<file path="src/int_float_conv_config.svh">
`ifndef INT_FLOAT_CONV_CONFIG_SVH
`define INT_FLOAT_CONV_CONFIG_SVH

// Number of requests that can wait in the queue.
// Powers of two from 2 to 16 are supported.
`define CONV_FIFO_DEPTH 4

// Integer operand width, tied to the single precision format.
`define CONV_WIDTH 32

`endif

</file>
<file path="src/fp_pkg.sv">
`include "int_float_conv_config.svh"

package fp_pkg;

        // IEEE 754 single precision field widths.
        parameter int FP_EXP_BITS  = 8;
        parameter int FP_MANT_BITS = 23;
        parameter int FP_EXP_BIAS  = 127;

        // One queued conversion request, 33 bits.
        typedef struct packed {
                logic [`CONV_WIDTH-1:0] operand;
                logic                   is_signed;   // Two's complement operand.
        } conv_req_t;

        // Converter FSM states.
        typedef enum logic [2:0] {
                ST_IDLE      = 3'd0,
                ST_NORMALIZE = 3'd1,
                ST_ROUND     = 3'd2,
                ST_PACK      = 3'd3,
                ST_PUT       = 3'd4
        } conv_state_t;

endpackage

</file>
<file path="src/conv_req_if.sv">
`timescale 1ns/1ps

// Link between the request queue and the converter.
interface conv_req_if;
        import fp_pkg::*;

        conv_req_t req;         // Head of the queue.
        logic      pending;     // Queue not empty.
        logic      start;       // Converter takes the head this cycle.
        logic      busy;        // Conversion in progress.

        modport fifo_side (
                output req,
                output pending,
                input  start
        );

        modport conv_side (
                input  req,
                input  pending,
                output start,
                output busy
        );

endinterface

</file>
<file path="src/conv_fifo.sv">
`timescale 1ns/1ps
`include "int_float_conv_config.svh"

module conv_fifo (
        input  logic              clk,
        input  logic              rst,
        input  logic              in_stb,
        input  fp_pkg::conv_req_t in_req,
        conv_req_if.fifo_side     q,
        output logic              full,
        output logic              overflow
);
        import fp_pkg::*;

        localparam int PTR_W = $clog2(`CONV_FIFO_DEPTH);
        localparam logic [PTR_W:0] DEPTH = (PTR_W + 1)'(`CONV_FIFO_DEPTH);

        conv_req_t        mem [`CONV_FIFO_DEPTH];
        logic [PTR_W-1:0] wr_ptr;
        logic [PTR_W-1:0] rd_ptr;
        logic [PTR_W:0]   count;        // Occupancy, 0 to DEPTH.
        logic             push;
        logic             pop;

        assign full      = (count == DEPTH);
        assign push      = in_stb && !full;     // Strobes while full are dropped.
        assign pop       = q.start && q.pending;
        assign q.pending = (count != '0);
        assign q.req     = mem[rd_ptr];

        // Pointers, occupancy and the sticky loss flag.
        always_ff @(posedge clk) begin
                if (!rst) begin
                        wr_ptr   <= '0;
                        rd_ptr   <= '0;
                        count    <= '0;
                        overflow <= 1'b0;
                end else begin
                        if (push) begin
                                wr_ptr <= wr_ptr + 1'b1;  // Wraps at the power of two.
                        end
                        if (pop) begin
                                rd_ptr <= rd_ptr + 1'b1;
                        end
                        case ({push, pop})
                                2'b10:   count <= count + 1'b1;
                                2'b01:   count <= count - 1'b1;
                                default: count <= count;
                        endcase
                        if (in_stb && full) begin
                                overflow <= 1'b1;       // Held until reset.
                        end
                end
        end

        // Storage.
        always_ff @(posedge clk) begin
                if (push) begin
                        mem[wr_ptr] <= in_req;
                end
        end

endmodule

</file>
<file path="src/int_float_conv.sv">
`timescale 1ns/1ps
`include "int_float_conv_config.svh"

// Queued integer to single precision converter.
module int_float_conv (
        input  logic                   clk,
        input  logic                   rst,
        input  logic                   in_stb,
        input  logic [`CONV_WIDTH-1:0] in_data,
        input  logic                   in_signed,
        output logic                   out_stb,
        output logic [`CONV_WIDTH-1:0] out_data,
        output logic                   full,
        output logic                   overflow
);
        import fp_pkg::*;

        conv_req_t in_req;

        assign in_req.operand   = in_data;
        assign in_req.is_signed = in_signed;

        conv_req_if q_if ();

        // Request queue.
        conv_fifo conv_fifo_inst (
                .clk      (clk),
                .rst      (rst),
                .in_stb   (in_stb),
                .in_req   (in_req),
                .q        (q_if.fifo_side),
                .full     (full),
                .overflow (overflow)
        );

        // One conversion at a time.
        int_to_float int_to_float_inst (
                .clk      (clk),
                .rst      (rst),
                .q        (q_if.conv_side),
                .out_stb  (out_stb),
                .out_data (out_data)
        );

endmodule

</file>
<file path="src/int_to_float.sv">
`timescale 1ns/1ps
`include "int_float_conv_config.svh"

module int_to_float (
        input  logic                   clk,
        input  logic                   rst,
        conv_req_if.conv_side          q,
        output logic                   out_stb,
        output logic [`CONV_WIDTH-1:0] out_data
);
        import fp_pkg::*;

        // Mantissa including the hidden one.
        localparam int MW = FP_MANT_BITS + 1;
        // Position of the guard bit in the shift register.
        localparam int G  = `CONV_WIDTH - MW;
        localparam logic [FP_EXP_BITS-1:0] EXP_TOP = FP_EXP_BITS'(`CONV_WIDTH - 1);
        localparam logic [FP_EXP_BITS-1:0] BIAS    = FP_EXP_BITS'(FP_EXP_BIAS);

        conv_state_t              state;
        logic                     take;
        logic                     neg;
        logic [`CONV_WIDTH-1:0]   magnitude;
        logic                     op_zero;

        logic                     sign;
        logic                     is_zero;
        logic [`CONV_WIDTH:0]     value;        // Magnitude, leading one moves to the top.
        logic [FP_EXP_BITS-1:0]   exp;          // Unbiased exponent.
        logic [MW-1:0]            mant;

        logic                     guard_bit;
        logic                     round_bit;
        logic                     sticky_bit;
        logic                     round_up;

        // Handshake with the queue.
        assign take      = (state == ST_IDLE) && q.pending;
        assign q.start   = take;
        assign q.busy    = (state != ST_IDLE);

        // Operand decode.
        assign neg       = q.req.is_signed && q.req.operand[`CONV_WIDTH-1];
        assign magnitude = neg ? -q.req.operand : q.req.operand;
        assign op_zero   = (q.req.operand == '0);

        // Bits below the mantissa once normalized.
        assign guard_bit  = value[G];
        assign round_bit  = value[G-1];
        assign sticky_bit = |value[G-2:0];
        assign round_up   = guard_bit && (round_bit || sticky_bit || value[G+1]); // Ties to even.

        assign out_stb   = (state == ST_PUT);

        always_ff @(posedge clk) begin
                if (!rst) begin
                        state <= ST_IDLE;
                end else begin
                        case (state)
                                ST_IDLE: begin
                                        if (take) begin
                                                state <= op_zero ? ST_ROUND : ST_NORMALIZE;
                                        end
                                end
                                ST_NORMALIZE: begin
                                        if (value[`CONV_WIDTH]) begin
                                                state <= ST_ROUND;
                                        end
                                end
                                ST_ROUND: state <= ST_PACK;
                                ST_PACK:  state <= ST_PUT;
                                ST_PUT:   state <= ST_IDLE;
                                default:  state <= ST_IDLE;
                        endcase
                end
        end

        // Datapath.
        always_ff @(posedge clk) begin
                case (state)
                        ST_IDLE: begin
                                if (take) begin
                                        sign    <= neg;
                                        is_zero <= op_zero;
                                        value   <= {magnitude, 1'b0}; // Bit 32 holds operand bit 31.
                                        exp     <= EXP_TOP;
                                end
                        end
                        ST_NORMALIZE: begin
                                if (!value[`CONV_WIDTH]) begin
                                        value <= value << 1;
                                        exp   <= exp - 1'b1;
                                end
                        end
                        ST_ROUND: begin
                                if (round_up) begin
                                        mant <= value[`CONV_WIDTH -: MW] + 1'b1;
                                        // Mantissa overflow bumps the exponent.
                                        if (&value[`CONV_WIDTH -: MW]) begin
                                                exp <= exp + 1'b1;
                                        end
                                end else begin
                                        mant <= value[`CONV_WIDTH -: MW];
                                end
                        end
                        ST_PACK: begin
                                if (is_zero) begin
                                        out_data <= '0;         // Always +0.
                                end else begin
                                        out_data <= {sign, exp + BIAS, mant[FP_MANT_BITS-1:0]};
                                end
                        end
                        default: begin
                        end
                endcase
        end

endmodule
</file>
<file path="config.mk">
export PLATFORM = sky130hd
export DESIGN_NAME = int_float_conv
export DESIGN_NICKNAME = d
export VERILOG_FILES = /design/src/fp_pkg.sv /design/src/conv_req_if.sv /design/src/conv_fifo.sv /design/src/int_float_conv.sv /design/src/int_to_float.sv
export VERILOG_INCLUDE_DIRS = /design/src
export SDC_FILE = /design/constraint.sdc
export NUM_CORES = 1
export LEC_CHECK = 0
export ABC_AREA = 1
export BUFFER_PORTS_ARGS = -buffer_cell sky130_fd_sc_hd__buf_4
export CORE_UTILIZATION = 55
export CTS_CLUSTER_SIZE = 28
export DETAILED_ROUTE_END_ITERATION = 10
export GPL_TIMING_DRIVEN = 0
export MAX_ROUTING_LAYER = met4
export PLACE_DENSITY = 0.82
export SLEW_MARGIN = 20
export SYNTH_ARGS = -nofsm -noshare
export SYNTH_HDL_FRONTEND = slang
export SYNTH_SLANG_ARGS = --single-unit
export TNS_END_PERCENT = 100
</file>
<file path="constraint.sdc">
create_clock -name clk -period 9.56 [get_ports clk]
set_input_delay 1.912 -clock clk [delete_from_list [all_inputs] [get_ports clk]]
set_output_delay 1.912 -clock clk [all_outputs]
set_load 0.02 [all_outputs]
</file>
==> results of run 1 <==
[worst register-to-register path: cells and delay by family, from the launching register on]
family                 cells  cell delay [ps]
buffers and inverters      5             1240
AND/OR/NAND/NOR            1              500
AO/OA/AOI/OAI              1              630
flip-flops                 1              390
[registers in the layout, summed over array words and instances (netlist names), named ones only]
name and cells:
int_to_float_inst.mant 23, int_to_float_inst.exp 8, int_to_float_inst.value 32, conv_fifo_inst.wr_ptr 2, int_to_float_inst.is_zero 1, conv_fifo_inst.overflow 1
int_to_float_inst.state 3, conv_fifo_inst.rd_ptr 2, int_to_float_inst.sign 1, int_to_float_inst.out_data 32, conv_fifo_inst.mem 132, conv_fifo_inst.count 3
[per-layer routing]
layer / GRT usage / part of all wire / routed length (µm)
met1: 0.293 / 0.40 / 9660
met2: 0.402 / 0.50 / 12000
met3: 0.0292 / 0.065 / 1550
met4: 0.0832 / 0.030 / 717
met5: - / 0 / 0
[layout make-up]
class	count	area [µm²]	area share
Buffer	34	206	0.0158
Clock buffer	31	668	0.0510
Clock inverter	11	82.6	0.00630
Inverter	104	390	0.0298
Multi-Input combinational cell	740	3600	0.275
Sequential cell	242	7140	0.545
Tap cell	270	338	0.0258
Timing Repair Buffer	79	673	0.0514
[synthesized netlist by cell type, drive strengths merged, types with 3 or more instances]
library cell,n
nand2,350
nand3b,5
nor3b,3
nand4,19
clkbuf,10
o22ai,5
xnor2,8
nand3,108
xor2,20
ha,14
o21ai,37
inv,103
or2,5
nor4,7
nor2,95
dfxtp,13
nor3,17
a21oi,34
edfxtp,229
buf,24
[cell usage in the layout, fill, tap and decap left out, drive strengths merged, types with 2 or more instances in the layout]
| cell type | n |
|---|---|
| nand4 | 19 |
| o22ai | 5 |
| nand2 | 350 |
| nor4 | 7 |
| dfxtp | 13 |
| o21ai | 37 |
| nor3b | 3 |
| buf | 103 |
| xor2 | 20 |
| nand3b | 5 |
| inv | 103 |
| nor3 | 17 |
| nor2 | 95 |
| a32o | 2 |
| o31ai | 2 |
| a31oi | 2 |
| nand3 | 108 |
| a22oi | 2 |
| clkinv | 10 |
| or2 | 5 |
| a21oi | 34 |
| edfxtp | 229 |
| xnor2 | 8 |
| fa | 2 |
| ha | 14 |
| clkbuf | 41 |
[through the flow]
step           setup slack (ps)  power, mW  hold WS, ps   util  area, µm²
2_1_floorplan              5350       2.83          436      -      11300
3_3_place_gp               4000       3.25          439  0.602      12100
3_5_place_dp               5810       3.33          448  0.612      12300
4_1_cts                    6140       4.24          457  0.649      13100
5_1_grt                    6070       4.51          489  0.649      13100
6_report                   6170       4.24          455  0.649      13100
[power breakdown]
part           internal [mW]  total, mW  switching (mW)
Sequential              1.50       1.63           0.128
Combinational          0.547       1.72            1.17
Clock                  0.518      0.893           0.376
[logic make-up after synthesis]
family / share of synthesized area
compound gates: 0.0427
flops: 0.633
xor+xnor: 0.0217
buf+inv: 0.0529
simple gates: 0.231
fa+ha+maj: 0.0191
[path summary, 6_finish.rpt]
path	start	endpoint	slack, ps	cells after the start
worst min register to register	conv_fifo_inst.overflow$_SDFFE_PN0P_	conv_fifo_inst.overflow$_SDFFE_PN0P_	460	2
worst max-delay path	conv_fifo_inst.count[0]$_SDFFE_PN0P_	full	6170	2
worst min-delay path	conv_fifo_inst.overflow$_SDFFE_PN0P_	conv_fifo_inst.overflow$_SDFFE_PN0P_	460	2
worst max register to register	int_to_float_inst.state[0]$_SDFFE_PN0P_	int_to_float_inst.value[5]$_DFFE_PP_	6520	7
==> impl_results.md, run 1 <==
* Vias in the first global route at 7758
* Synth cell types at 42
* CP bufs+invs at 1
* Slew @ Worst Pin at 756 ps
* Critical-path top delay cell: nor3_1
* Final setup violating endpoints at 0
* Total core area at 0.0202 mm²
* Syn_area_per_cell at 10.1 µm²
* DRT Wirelength at 23900 µm
* Element type at the critical path end: output pin
* Final period util at 0.355
* Setup_tns at 0 ps
* Clock sink count at 242
* Filler Cell Count at 1534
* Max-cap violations at 0
* CP Cell Sequence: nor3_1, buf_4
* Crit path max-delay family: simple AND/OR/NAND/NOR gates
* Final ANT Viol Nets at 0
* Cell Pwr Density at 324 mW/mm²
* Vias per cell at 5.42
* # rows at 52
* Slew headroom at 0.493
* Die X at 145 µm
* Die ar. at 0.0211 mm²
* Clock Tree Buf Depth at 3
* Post-CTS setup buffers at 0
* Worst-Skew Late Latency at 520 ps
* Crit Path Max Fanout at 5
* Post-cts resize count at 0
* Boundary Pins at 71
* Mapped Cells at 1120
* Nets at 1277
* DP HPWL at 17300 µm
* Layout Skew at 17.5 ps
* Layout cells sized above 1 at 0.138
* Crit path largest cell delay at 390 ps
* Final Max Tran Viols at 0
* Root Buffer Master: clkbuf_16
* CP Launch Type: flop
* Synth async-reset ratio at 0
* Ys Warns at 0
* Post-synth top area share at 0.610
* Dominant cell type by area after synthesis: edfxtp_1
* CTS HTree Levels at 1
* Hold Path Class: reg -> reg
* Num CTS Buffers at 24
* GPL Wtd Cong at 0.937
* WP data arrival at 1480 ps
* Tmin final at 3390 ps
* Main synth FF type: edfxtp_1
* ANT cells at 0
* Leak at 5.24 nW
* RSZ-0062 raised after global routing: false
* Synthesized cell area at 0.0113 mm²
* Drt drc at 0
* Req. time, crit path at 7650 ps
* Hold_buf cts at 0
* Die height at 145 µm
* Fmax at 295 MHz
* Outcome: finished clean
* Count of non-filler cells in the finished layout at 1511
* Gr usage total at 0.236
* PortBufs at 70
* Pin count of the biggest net entering global routing at 24
* Top area cells in the synthesized netlist: edfxtp_1 61%, nand2_1 11%, nand3_1 4.8%
* Number of synthesized flops with an enable pin at 229
* Congestion Overflow GR at 0
* Layout area overhead at 16.1%
* Seq cells post-synth at 242
* Vias at 8197
* Drt pass-1 iters at 5
* VDD IR max at 185 µV
* Initial antenna violation count at 0
* DP Cell Count at 1469
* Avg WL per Cell at 15.8 µm
* Initial Utilization at 0.559
* Final hold violations at 0
* Drt initial violations at 566
* Kind of critical path: reg -> out
* TritonCTS clock tree: yes
* Net Count, Synth at 1172
* CTS clk-pin slew, worst paths at 60 ps
* Sequential share of the synthesized area at 0.633
* First-pass GRT wire length at 38600 µm
Power figures use the tool's default switching activity.
==> run 2: changes to the inputs <==
--- a/config.mk
+++ b/config.mk
@@ -6,14 +6,14 @@
 export SDC_FILE = /design/constraint.sdc
 export NUM_CORES = 1
 export LEC_CHECK = 0
-export ABC_AREA = 1
+export ABC_AREA = 0
 export BUFFER_PORTS_ARGS = -buffer_cell sky130_fd_sc_hd__buf_4
 export CORE_UTILIZATION = 55
 export CTS_CLUSTER_SIZE = 28
 export DETAILED_ROUTE_END_ITERATION = 10
 export GPL_TIMING_DRIVEN = 0
 export MAX_ROUTING_LAYER = met4
-export PLACE_DENSITY = 0.82
+export PLACE_DENSITY = 0.85
 export SLEW_MARGIN = 20
 export SYNTH_ARGS = -nofsm -noshare
 export SYNTH_HDL_FRONTEND = slang
==> constraint.sdc (replaced) <==
create_clock -name clk -period 2.8 [get_ports clk]
set_input_delay 0.56 -clock clk [delete_from_list [all_inputs] [get_ports clk]]
set_output_delay 0.56 -clock clk [all_outputs]
set_load 0.02 [all_outputs]
==> run 2 against run 1 <==
The flow now finishes with violations (setup timing). Global-route usage fell by 0.86 points. Area after synthesis fell by 4.9%. Sequential cell count did not move. Combinational power rose to 2.7 times the previous value. Cell area rose by 1.0%. Worst setup slack got worse by 6400 ps. Utilization rose by 5.1 points. First-iteration DRC count fell by 17%. Clock power rose to 3.4 times the previous value. Hold slack got worse by 220 ps. Non-clock buffer count rose by 33. Via count fell by 20%.
==> impl_results.md, run 2 <==
* Element type at the critical path end: flop
* Sw Ratio at 0.334
* Cell Pwr Density at 1010 mW/mm²
* GPL Wtd Cong at 0.883
* Mapped Cells at 704
* Leak at 4.55 nW
* Tmin final at 3060 ps
* Final period util at 1.09
* Layout cells sized above 1 at 0.295
* Count of non-filler cells in the finished layout at 1121
* VDD IR max at 661 µV
* Die X at 142 µm
* Initial Utilization at 0.568
* # rows at 50
* Avg WL per Cell at 20.3 µm
* Die height at 142 µm
* Most frequent cell after synthesis: edfxtp_1
* Net Count, Synth at 756
* DP HPWL at 13500 µm
* Area of the multi-input gates at 0.00365 mm²
* Most Crowded Layer GR: met2
* Synth cell types at 58
* RSZ-0062 raised after global routing: true
* Total core area at 0.0189 mm²
* ANT cells at 0
* Routing usage on met1 at 0.287
* Sequential share of power at 0.418
* Final hold violations at 0
* Synth async-reset ratio at 0
* Syn_area_per_cell at 15.2 µm²
* PortBufs at 70
* Pin count of the biggest net entering global routing at 34
* Vias at 6551
* Seq cells post-synth at 242
* Final Max Tran Viols at 0
* Boundary Pins at 71
* Setup_tns at -1670 ps
* Root Buffer Master: clkbuf_16
* Drt pass-1 iters at 8
* Crit Path Max Fanout at 6
* Dominant cell type by area after synthesis: edfxtp_1
* Top cells by instance count after synthesis: 229 x edfxtp_1, 51 x nand2_1, 37 x nor2_1
* CTS HTree Levels at 1
* Clock power frac at 0.228
* Final setup violating endpoints at 14
* Seq. cell area at 0.00714 mm²
* Congestion Overflow GR at 0
* WP data arrival at 3310 ps
* Int Power at 8.88 mW
* Outcome: complete, but fails checks
* TritonCTS clock tree: yes
* Worst-Skew Late Latency at 540 ps
* Layout Skew at 32.1 ps
* Fmax at 327 MHz
* DRT Wirelength at 22800 µm
* Clock sink count at 242
* Number of synthesized flops with an enable pin at 229
* Drt drc at 0
* Drt initial violations at 471
* Slew headroom at 0.396
* Hold WS at 231 ps
* Vias per cell at 5.84
* Vias in the first global route at 6327
* CP Launch Type: flop
* Num CTS Buffers at 24
* M2 GR Usage at 0.382
* Most frequent cells in the layout: 229 x edfxtp_1, 107 x buf_4, 49 x nand2_1
* Max-cap violations at 0
* Gr usage total at 0.228
* Hold Path Class: in -> reg
* Final setup margin at -259 ps
* Post-synth top area share at 0.641
* Largest registers: conv_fifo_inst.mem: 132 flops, int_to_float_inst.out_data: 32 flops, int_to_float_inst.value: 32 flops
* Most common cell after layout, fill and taps aside: edfxtp_1
* Filler Cell Count at 1195
* NetSw at 4.45 mW
* Pwr Total at 13.3 mW
* Slew @ Worst Pin at 905 ps
* Top reg by flops: conv_fifo_inst.mem
* Top area cells in the synthesized netlist: edfxtp_1 64%, mux4_2 5.2%, xor2_1 2.8%
* Final ANT Viol Nets at 0
* Sequential share of the synthesized area at 0.665
* DP Cell Count at 1040
* Combinational Power Share at 0.354
* CTS clk-pin slew, worst paths at 70 ps
* Violated checks: setup timing
* First-pass GRT wire length at 34200 µm
* Clock Tree Buf Depth at 3
* Nets at 897
* Layout area overhead at 23.3%
* Max reg flops at 132
* Req. time, crit path at 3050 ps
* Global Route met3 Usage at 0.0324
* Placement Setup Slack at -610 ps
* Main synth FF type: edfxtp_1
* Die ar. at 0.0201 mm²
* Initial antenna violation count at 0
* Ys Warns at 0
* Kind of critical path: reg -> reg
* Synthesized cell area at 0.0107 mm²
-- run 2: changes by cell type after synthesis, sizes merged, moves of 8 or more --
cell and change:
nand2 -299, nor2 -58, mux4 +34, and2 +11, and3 +8, nand3 -93
buf -11, nor2b +26, a21oi -20, xor2 +14, inv -82, o41ai +8
xnor2 +21, nor3 -12
-- run 2: layer usage --
metal | wire length (µm) | vias to the layer above
li1 | - | 2978
met4 | 988 | 0
met1 | 8870 | 3136
met3 | 1540 | 92
met5 | 0 | -
met2 | 11400 | 345
-- run 2: repair_timing --
action                                  4_1_cts  5_1_grt
buffers inserted                             26       13
pin swaps                                    23       25
endpoints found under the setup margin       39       37
gates cloned                                  2        1
resized for setup                            58       38
hold buffers                                  0        0
-- run 2: path summary, 6_finish.rpt --
path	to	depth (start not counted)	from	slack [ps]
setup / recovery	int_to_float_inst.value[22]$_DFFE_PP_	10	flop	-260
hold / removal	conv_fifo_inst.mem[2][15]$_DFFE_PP_	1	in_data[14]	230
setup reg to reg	int_to_float_inst.value[22]$_DFFE_PP_	10	flop	-260
hold reg to reg	conv_fifo_inst.overflow$_SDFFE_PN0P_	2	conv_fifo_inst.overflow$_SDFFE_PN0P_	500
-- run 2: power groups by stage --
stage | Combinational (mW) | Clock (mW) | Sequential, mW
after global placement | 3.46 | 0 | 5.58
after floorplan | 2.71 | 0 | 5.49
after detailed placement | 3.68 | 0 | 5.61
after CTS | 4.23 | 3.07 | 5.55
after global routing | 5.08 | 3.23 | 5.65
final | 4.72 | 3.04 | 5.57
-- run 2: final cells by class --
| type | count | share of cell area |
|---|---|---|
| buffer | 29 | 0.0187 |
| clock buffer | 25 | 0.0457 |
| clock inverter | 17 | 0.0103 |
| inverter | 21 | 0.00596 |
| multi-input combinational | 410 | 0.276 |
| sequential | 242 | 0.540 |
| tap | 260 | 0.0246 |
| timing repair buffer | 117 | 0.0789 |
-- run 2: cells by family after synthesis --
family	synth area share
buf+inv	0.0257
flops	0.665
xor+xnor	0.0514
simple gates	0.108
fa+ha+maj	0.0201
mux	0.0756
compound gates	0.0535
-- run 2: critical path, stage by stage (launching register included) --
cell,delay (ps)
dfxtp_2,350
buf_12,150
buf_6,120
mux4_2,600
nor4_4,460
buf_4,190
buf_4,130
nand3b_1,120
o31ai_2,310
xor2_1,220
o21ai_0,100
-- run 2: stage by stage --
stage,cell area [µm²],util
6_report,13200,0.700
3_5_place_dp,11700,0.620
3_3_place_gp,11600,0.614
4_1_cts,12900,0.685
2_1_floorplan,10700,-
5_1_grt,13200,0.700
